**src/eth_rx_defs.svh**
```systemverilog
`ifndef ETH_RX_DEFS_SVH
`define ETH_RX_DEFS_SVH

// beat geometry
`define RX_DATA_BYTES 64
`define RX_DATA_WIDTH 512

// ethernet + ipv4 (no options) + udp, all on the first beat
`define RX_HDR_BYTES 42
`define RX_UDP_HDR_BYTES 8

// byte counts and length fields
`define RX_LEN_WIDTH 16

// ----------------------------------------
// protocol codes
// ----------------------------------------
`define RX_ETHTYPE_IPV4 16'h0800
`define RX_IP_PROTO_UDP 8'd17
`define RX_IP_VERSION 4'd4

`endif
```
**src/eth_rx_pkg.sv**
```systemverilog
`default_nettype none

`include "eth_rx_defs.svh"

package eth_rx_pkg;

  // ----------------------------------------
  // streaming beat
  // ----------------------------------------
  // lane 0 of data and keep[0] carry the first wire byte
  typedef struct packed {
    logic                         valid;
    logic [`RX_DATA_WIDTH-1:0]    data;
    logic [`RX_DATA_BYTES-1:0]    keep;
    logic                         last;
  } rx_beat_t;

  // ----------------------------------------
  // runtime configuration
  // ----------------------------------------
  // held stable while a packet is in flight
  typedef struct packed {
    logic [47:0] dst_mac;
    logic [47:0] src_mac;
    logic [31:0] dst_ip;
    logic [15:0] dst_port;
    // compare against swapped src/dst fields
    logic        loopback;
  } rx_config_t;

  // per-packet length result, valid is a single-cycle strobe
  typedef struct packed {
    logic                     valid;
    logic                     length_ok;
    logic [`RX_LEN_WIDTH-1:0] expected_len;
    logic [`RX_LEN_WIDTH-1:0] measured_len;
  } rx_status_t;

  // ----------------------------------------
  // enums
  // ----------------------------------------
  // where the filter stands inside a packet
  typedef enum logic {
    first_beat,
    in_packet
  } beat_pos_e;

  typedef enum logic [15:0] {
    eth_type_ipv4 = `RX_ETHTYPE_IPV4
  } eth_type_e;

  typedef enum logic [7:0] {
    ip_proto_udp = `RX_IP_PROTO_UDP
  } ip_proto_e;

endpackage

`default_nettype wire

```
**src/eth_rx_top.sv**
```systemverilog
`default_nettype none

`include "eth_rx_defs.svh"

module eth_rx_top
  import eth_rx_pkg::*;
(
  input  logic       rx_axis_aclk,
  input  logic       rx_axis_aresetn,

  // runtime configuration
  input  rx_config_t cfg,

  // from the mac
  input  rx_beat_t   mac_beat,

  // to the user side
  output rx_beat_t   udp_beat,
  output rx_status_t status
);

  // ----------------------------------------
  // stage wires
  // ----------------------------------------
  rx_beat_t                 filt_beat;
  logic [`RX_LEN_WIDTH-1:0] expected_len;

  // drops packets with a foreign header, 1 cycle
  rx_header_filter i_header_filter (
    .rx_axis_aclk    (rx_axis_aclk),
    .rx_axis_aresetn (rx_axis_aresetn),
    .cfg             (cfg),
    .mac_beat        (mac_beat),
    .filt_beat       (filt_beat),
    .expected_len    (expected_len)
  );

  // length verdict, strobe 1 cycle after the last filtered beat
  rx_length_checker i_length_checker (
    .rx_axis_aclk    (rx_axis_aclk),
    .rx_axis_aresetn (rx_axis_aresetn),
    .filt_beat       (filt_beat),
    .expected_len    (expected_len),
    .status          (status)
  );

  // removes an empty closing beat, 1 cycle
  rx_tail_trimmer i_tail_trimmer (
    .rx_axis_aclk    (rx_axis_aclk),
    .rx_axis_aresetn (rx_axis_aresetn),
    .filt_beat       (filt_beat),
    .udp_beat        (udp_beat)
  );

endmodule

`default_nettype wire

```
**src/rx_tail_trimmer.sv**
```systemverilog
`default_nettype none

module rx_tail_trimmer
  import eth_rx_pkg::*;
(
  input  logic     rx_axis_aclk,
  input  logic     rx_axis_aresetn,
  input  rx_beat_t filt_beat,
  output rx_beat_t udp_beat
);

  // ----------------------------------------
  // holding stage
  // ----------------------------------------
  // one beat in hand, the incoming beat is the lookahead
  rx_beat_t held;

  always_ff @(posedge rx_axis_aclk) begin
    held.data <= filt_beat.data;
    held.keep <= filt_beat.keep;
    if (!rx_axis_aresetn) begin
      held.valid <= 1'b0;
      held.last  <= 1'b0;
    end else begin
      held.valid <= filt_beat.valid;
      held.last  <= filt_beat.valid && filt_beat.last;
    end
  end

  // ----------------------------------------
  // trim decision
  // ----------------------------------------
  logic held_empty;
  logic empty_tail_next;
  logic emit;

  assign held_empty = ~|held.keep;

  // beats of a packet are back to back, so the beat after held
  // is on filt_beat right now
  assign empty_tail_next = filt_beat.valid && filt_beat.last && ~|filt_beat.keep;

  // empty beats never leave
  assign emit = held.valid && !held_empty;

  always_comb begin
    udp_beat.valid = emit;
    udp_beat.data  = held.data;
    udp_beat.keep  = held.keep;
    // take over last from a trailing empty beat
    udp_beat.last  = emit && (held.last || empty_tail_next);
  end

endmodule

`default_nettype wire

```
**src/rx_length_checker.sv**
```systemverilog
`default_nettype none

`include "eth_rx_defs.svh"

module rx_length_checker
  import eth_rx_pkg::*;
(
  input  logic                     rx_axis_aclk,
  input  logic                     rx_axis_aresetn,
  input  rx_beat_t                 filt_beat,
  input  logic [`RX_LEN_WIDTH-1:0] expected_len,
  output rx_status_t               status
);

  // ----------------------------------------
  // byte count
  // ----------------------------------------
  // running total of keep bits before the current beat
  logic [`RX_LEN_WIDTH-1:0] byte_count;
  logic [`RX_LEN_WIDTH-1:0] beat_bytes;
  logic [`RX_LEN_WIDTH-1:0] frame_bytes;
  logic [`RX_LEN_WIDTH-1:0] payload_bytes;
  logic                     pkt_done;

  assign beat_bytes  = `RX_LEN_WIDTH'($countones(filt_beat.keep));
  assign frame_bytes = byte_count + beat_bytes;

  // strip eth, ip and udp headers to compare with the udp payload size
  assign payload_bytes = frame_bytes - `RX_LEN_WIDTH'(`RX_HDR_BYTES);

  assign pkt_done = filt_beat.valid && filt_beat.last;

  always_ff @(posedge rx_axis_aclk) begin
    if (!rx_axis_aresetn) begin
      byte_count <= '0;
    end else if (filt_beat.valid) begin
      // counter restarts for the next packet
      if (filt_beat.last) begin
        byte_count <= '0;
      end else begin
        byte_count <= frame_bytes;
      end
    end
  end

  // ----------------------------------------
  // status strobe
  // ----------------------------------------
  always_ff @(posedge rx_axis_aclk) begin
    if (pkt_done) begin
      status.expected_len <= expected_len;
      status.measured_len <= payload_bytes;
      status.length_ok    <= (payload_bytes == expected_len);
    end
    if (!rx_axis_aresetn) begin
      status.valid <= 1'b0;
    end else begin
      // one pulse per accepted packet
      status.valid <= pkt_done;
    end
  end

endmodule

`default_nettype wire

```
**src/rx_header_filter.sv**
```systemverilog
`default_nettype none

`include "eth_rx_defs.svh"

module rx_header_filter
  import eth_rx_pkg::*;
(
  input  logic                     rx_axis_aclk,
  input  logic                     rx_axis_aresetn,
  input  rx_config_t               cfg,
  input  rx_beat_t                 mac_beat,
  output rx_beat_t                 filt_beat,
  output logic [`RX_LEN_WIDTH-1:0] expected_len
);

  localparam int HDR_BITS = `RX_HDR_BYTES * 8;

  // byte offsets from the start of the frame
  localparam int OFS_DST_MAC  = 0;
  localparam int OFS_SRC_MAC  = 6;
  localparam int OFS_ETH_TYPE = 12;
  localparam int OFS_VER_IHL  = 14;
  localparam int OFS_PROTO    = 23;
  localparam int OFS_SRC_IP   = 26;
  localparam int OFS_DST_IP   = 30;
  localparam int OFS_SRC_PORT = 34;
  localparam int OFS_DST_PORT = 36;
  localparam int OFS_UDP_LEN  = 38;

  // ----------------------------------------
  // network order view of the header
  // ----------------------------------------
  // wire byte 0 ends up in the top byte, so fields read msb first
  logic [HDR_BITS-1:0] hdr_be;

  for (genvar i = 0; i < `RX_HDR_BYTES; i++) begin : g_hdr_swap
    assign hdr_be[HDR_BITS-8*(i+1) +: 8] = mac_beat.data[8*i +: 8];
  end

  logic [47:0] pkt_dst_mac;
  logic [47:0] pkt_src_mac;
  logic [15:0] pkt_eth_type;
  logic [3:0]  pkt_version;
  logic [7:0]  pkt_proto;
  logic [31:0] pkt_src_ip;
  logic [31:0] pkt_dst_ip;
  logic [15:0] pkt_src_port;
  logic [15:0] pkt_dst_port;
  logic [15:0] pkt_udp_len;

  assign pkt_dst_mac  = hdr_be[HDR_BITS-1-8*OFS_DST_MAC  -: 48];
  assign pkt_src_mac  = hdr_be[HDR_BITS-1-8*OFS_SRC_MAC  -: 48];
  assign pkt_eth_type = hdr_be[HDR_BITS-1-8*OFS_ETH_TYPE -: 16];
  // version is the upper nibble, ihl is not checked
  assign pkt_version  = hdr_be[HDR_BITS-1-8*OFS_VER_IHL  -: 4];
  assign pkt_proto    = hdr_be[HDR_BITS-1-8*OFS_PROTO    -: 8];
  assign pkt_src_ip   = hdr_be[HDR_BITS-1-8*OFS_SRC_IP   -: 32];
  assign pkt_dst_ip   = hdr_be[HDR_BITS-1-8*OFS_DST_IP   -: 32];
  assign pkt_src_port = hdr_be[HDR_BITS-1-8*OFS_SRC_PORT -: 16];
  assign pkt_dst_port = hdr_be[HDR_BITS-1-8*OFS_DST_PORT -: 16];
  assign pkt_udp_len  = hdr_be[HDR_BITS-1-8*OFS_UDP_LEN  -: 16];

  // loopback swap, frames come back with our addresses as source
  logic [47:0] cmp_dst_mac;
  logic [47:0] cmp_src_mac;
  logic [31:0] cmp_dst_ip;
  logic [15:0] cmp_dst_port;

  assign cmp_dst_mac  = cfg.loopback ? pkt_src_mac  : pkt_dst_mac;
  assign cmp_src_mac  = cfg.loopback ? pkt_dst_mac  : pkt_src_mac;
  assign cmp_dst_ip   = cfg.loopback ? pkt_src_ip   : pkt_dst_ip;
  assign cmp_dst_port = cfg.loopback ? pkt_src_port : pkt_dst_port;

  // ----------------------------------------
  // field checks
  // ----------------------------------------
  logic header_ok;

  assign header_ok = (cmp_dst_mac == cfg.dst_mac) &&
                     (cmp_src_mac == cfg.src_mac) &&
                     (pkt_eth_type == eth_type_ipv4) &&
                     (pkt_version == `RX_IP_VERSION) &&
                     (pkt_proto == ip_proto_udp) &&
                     (cmp_dst_ip == cfg.dst_ip) &&
                     (cmp_dst_port == cfg.dst_port);

  // verdict taken on the first beat, held through last
  beat_pos_e pos;
  logic      accept_held;
  logic      accept_now;

  assign accept_now = (pos == first_beat) ? header_ok : accept_held;

  always_ff @(posedge rx_axis_aclk) begin
    if (!rx_axis_aresetn) begin
      pos         <= first_beat;
      accept_held <= 1'b0;
    end else if (mac_beat.valid) begin
      if (pos == first_beat) begin
        accept_held <= header_ok;
      end
      pos <= mac_beat.last ? first_beat : in_packet;
    end
  end

  // registered output, payload passes unchanged
  always_ff @(posedge rx_axis_aclk) begin
    filt_beat.data <= mac_beat.data;
    filt_beat.keep <= mac_beat.keep;
    if (mac_beat.valid && pos == first_beat && header_ok) begin
      expected_len <= pkt_udp_len - `RX_LEN_WIDTH'(`RX_UDP_HDR_BYTES);
    end
    if (!rx_axis_aresetn) begin
      filt_beat.valid <= 1'b0;
      filt_beat.last  <= 1'b0;
    end else begin
      filt_beat.valid <= mac_beat.valid && accept_now;
      filt_beat.last  <= mac_beat.valid && accept_now && mac_beat.last;
    end
  end

endmodule

`default_nettype wire

```
**config.mk**
```make
export PLATFORM = sky130hd
export DESIGN_NAME = eth_rx_top
export DESIGN_NICKNAME = d
export VERILOG_FILES = /design/src/eth_rx_pkg.sv /design/src/eth_rx_top.sv /design/src/rx_tail_trimmer.sv /design/src/rx_length_checker.sv /design/src/rx_header_filter.sv
export VERILOG_INCLUDE_DIRS = /design/src /design/src/src
export SDC_FILE = /design/constraint.sdc
export NUM_CORES = 1
export LEC_CHECK = 0
export BUFFER_PORTS_ARGS = -buffer_cell sky130_fd_sc_hd__buf_4
export CORE_AREA = 2 2 514 516
export CTS_CLUSTER_SIZE = 40
export DETAILED_ROUTE_END_ITERATION = 8
export DIE_AREA = 0 0 516 518
export HOLD_SLACK_MARGIN = 0.06
export SYNTH_ARGS = -nofsm -noshare
export SYNTH_HDL_FRONTEND = slang
export SYNTH_SLANG_ARGS = --single-unit
```
**constraint.sdc**
```tcl
create_clock -name rx_axis_aclk -period 8 [get_ports rx_axis_aclk]
set_clock_uncertainty 0.2 [all_clocks]
set_input_delay 0.4 -clock rx_axis_aclk [delete_from_list [all_inputs] [get_ports rx_axis_aclk]]
set_output_delay 0.4 -clock rx_axis_aclk [all_outputs]
set_load 0.03 [all_outputs]
```
==> impl_metrics.py <==
metrics = {
    "floorplanning": {
        "dieArea_um2": 267300,
        "num_io_pins": 1337,
        "initial_core_util_pct": 14.28,
        "die_h_um": 518,
        "coreArea_um2": 261600,
        "placement_rows": 188,
        "die_x_um": 516,
    },
    "clock_network": {
        "cts_tree": "yes",
        "cts.sinks": 1223,
        "clkLatencyLatePin_ps": 800,
        "cts_buffers": 153,
        "clk_pin_slew_ps": 60,
        "htreeDepth": 4,
        "clockRootBuffer": "clkbuf_16",
        "clockBufferDepth": 4,
    },
    "cells_and_area": {
        "fillCellCount": 27450,
        "nets": 5606,
        "drive_gt1_share_pct": 34.81,
        "fin_util_pct": 24.27,
        "design_area_um2": 63480,
        "syn_to_final_growth_pct": 69.92,
        "fin_cells": 8382,
    },
    "power": {
        "vdd_drop_max_v": 0.001452,
        "power.density_nw_per_um2": 471.2,
        "total_power_mw": 29.91,
        "leakage_nw": 27.97,
    },
    "critical_path": {
        "cp-endpoint": "i_length_checker.status[32]$_DFFE_PP_",
        "critPathRequiredTime_ps": 8430,
        "timing.rr.end": "i_length_checker.status[32]$_DFFE_PP_",
        "path_class": "register to register",
        "reg2reg_depth": 27,
        "arrival_ps": 8200,
        "r2r_setup_slack_ps": 230,
        "critPathMostFrequentCell": "inv_1",
        "cpPeakStageDelay_ps": 570,
        "worstPathMaxFanout": 3,
        "start_kind": "register",
        "crit_path_end_kind": "register",
        "cp-startpoint": "i_header_filter.filt_beat[63]$_DFF_P_",
        "cp_slowest_cell": "fa_2",
        "r2r-start": "i_header_filter.filt_beat[63]$_DFF_P_",
    },
    "yosys": {
        "synth-edff-count": 49,
        "synthFlopType": "dfxtp_1",
        "synth_cell_types": 60,
        "seq_area_frac_synth_pct": 66.85,
        "synth_area_leaders": "dfxtp_1, buf_4, edfxtp_1",
        "ys_seq_elements": 1223,
        "async_flop_share_pct": 0,
        "synth_area_um2": 37360,
        "synth_area_leader_cell": "dfxtp_1",
        "synth_top_area_share_pct": 62.91,
        "synth_warnings": 0,
        "synth.avg_cell_area_um2": 13.49,
        "syn_nets": 3646,
        "synthCells": 2770,
    },
    "timing": {
        "setup_viol": 0,
        "finalSetupTns_ps": 0,
        "final.min_clock_period_ps": 7774,
        "hold_viol": 0,
        "setup_slack_ps": 226.3,
        "rsz0062_at_grt": "no",
        "hold_ws_ps": 88.50,
        "max-slew-margin-rel_pct": 17.80,
        "slew_viol_final": 0,
        "worst_pin_slew_ps": 1222,
        "fmax_ghz": 0.1286,
        "period_share_pct": 97.17,
    },
    "global_route": {
        "grt_max_degree": 54,
        "use_met1_pct": 15.09,
        "grt_pass1_vias": 29790,
        "antenna_found_initial": 82,
        "grt_util_met2_pct": 28.06,
        "grt_pass1_wl_mm": 269.2,
        "grt_overflow_total": 0,
        "busiest_layer": "met2",
        "grt_usage_pct": 15.07,
        "grtUsageMet3_pct": 5.117,
    },
    "route": {
        "via_count": 26990,
        "dr.first_iter.drc_count": 1064,
        "drt_first_pass_iters": 4,
        "wl_per_cell_um": 24.89,
        "via_per_inst": 3.220,
        "ant_nets": 0,
        "wl_mm": 208.6,
        "drc": 0,
    },
    "worst_hold_path": {
        "holdPathStages": 0,
        "hp-class": "register to register",
    },
    "run": {
        "drv_cap": 0,
    },
    "placement": {
        "routabilityCongestion": 0.9366,
        "dp_cells": 7067,
        "dp_hpwl_mm": 172.4,
        "place_ws_ps": -157.6,
        "io_buffers": 1336,
        "place_area_um2": 47760,
    },
    "run_status": {
        "status": "finished clean",
    },
}
==> power by group <==
part,switching [mW],internal [mW],total [mW]
logic,8.04,7.34,15.4
clock network,2.91,4.40,7.31
registers,0.135,7.09,7.23
==> cell usage after synthesis (4+ instances only) <==
library cell / instances
nand3_1: 7
nand2_1: 25
nand2b_1: 4
inv_1: 173
buf_1: 7
xor2_1: 124
and3_1: 6
fa_1: 63
nor3_1: 9
edfxtp_1: 49
nor4_1: 41
clkbuf_1: 11
nor2_1: 22
or4_1: 5
nor2b_1: 16
or3_1: 6
buf_4: 578
a21oi_1: 16
nor4bb_1: 7
ha_1: 88
o21ai_0: 14
and2_1: 12
xnor2_1: 61
o22ai_1: 9
mux2i_1: 140
nand4_1: 41
o31ai_1: 4
a211oi_1: 7
dfxtp_1: 1174
buf_2: 7
==> sequential cells by signal, indices dropped and copies added (netlist names) <==
register / cells
i_header_filter.accept_held: 1
i_header_filter.expected_len: 16
i_header_filter.filt_beat: 578
i_header_filter.pos: 1
i_length_checker.byte_count: 16
i_length_checker.status: 34
i_tail_trimmer.held: 1
i_tail_trimmer.udp_beat: 576
==> how the worst min path moves through the flow <==
stage	endpoint	slack, ps	start
after floorplan	i_tail_trimmer.udp_beat[100]$_DFF_P_	110	i_header_filter.filt_beat[100]$_DFF_P_
after global placement	i_tail_trimmer.udp_beat[263]$_DFF_P_	110	i_header_filter.filt_beat[263]$_DFF_P_
after detailed placement	i_tail_trimmer.udp_beat[120]$_DFF_P_	110	i_header_filter.filt_beat[120]$_DFF_P_
after CTS	i_header_filter.filt_beat[345]$_DFF_P_	60	mac_beat[345]
after global routing	i_header_filter.filt_beat[346]$_DFF_P_	80	mac_beat[346]
final	i_tail_trimmer.udp_beat[281]$_DFF_P_	90	i_header_filter.filt_beat[281]$_DFF_P_
==> routing by layer <==
metal	vias to the layer above	routed length (um)	share of wire (%)
li1	12290	-	-
met1	13070	73430	35
met2	1208	108200	52
met3	395	17110	8.2
met4	32	9666	4.6
met5	-	203	0.097
==> placed cells by master (no fill, tap or decap), types with 6 or more instances in the layout <==
cell / count
clkinv_2: 19
clkinv_4: 9
nand4_1: 41
a211oi_1: 6
xor2_1: 121
clkbuf_1: 17
edfxtp_1: 49
inv_6: 7
dfxtp_1: 1161
nor2b_1: 16
nor2_1: 21
or3_1: 6
bufinv_16: 15
diode_2: 21
buf_4: 1387
dlygate4sd3_1: 1020
o22ai_1: 8
clkinvlp_4: 6
a21oi_1: 14
xnor2_1: 59
nand3_1: 7
clkbuf_8: 30
inv_1: 172
nor3_1: 8
nand2_1: 25
fa_1: 59
and2_1: 11
clkbuf_16: 157
mux2i_1: 139
nor4_1: 38
o21ai_0: 14
ha_1: 87
and3_1: 6
dfxtp_2: 13
nor4bb_1: 7
==> critical path: cells and delay by family, from the launching register on <==
kind | cells | cell delay, ps
buffers and inverters | 8 | 460
DFF | 1 | 330
AOI/OAI and AO/OA | 1 | 280
and+or+nand+nor | 6 | 1490
adders and majority gates | 10 | 4380
xor gates and xnor gates | 2 | 490
==> kinds of logic (layout without fill, tap and decap cells) <==
family | Yosys count | count (layout) | synth area share (%)
buffers and inverters | 776 | 2852 | 13.63
xor gates and xnor gates | 189 | 189 | 4.562
other | 0 | 21 | 0
adders and majority gates | 151 | 151 | 6.323
DFF | 1223 | 1223 | 66.85
and+or+nand+nor | 216 | 216 | 3.470
muxes | 140 | 140 | 3.751
AOI/OAI and AO/OA | 75 | 75 | 1.413
==> repair_timing <==
| action | CTS | global route |
|---|---|---|
| hold endpoints to repair | 614 | 0 |
| pin swaps | 3 | 18 |
| endpoints found under the setup margin | 1 | 3 |
| setup buffers | 0 | 3 |
| resized for setup | 7 | 26 |
| hold buffers | 1020 | 0 |
==> area by class of cell <==
type	count	area [um2]	area share [%]
diodes	21	52.55	0.08279
clock buffers	205	4413	6.952
clock inverters	66	905.9	1.427
inverters	173	649.4	1.023
multi-input cells	771	7430	11.70
flip-flops and latches	1223	24990	39.37
well taps	3515	4398	6.929
repair buffers	2408	20640	32.51
Power figures use the tool's default switching activity.
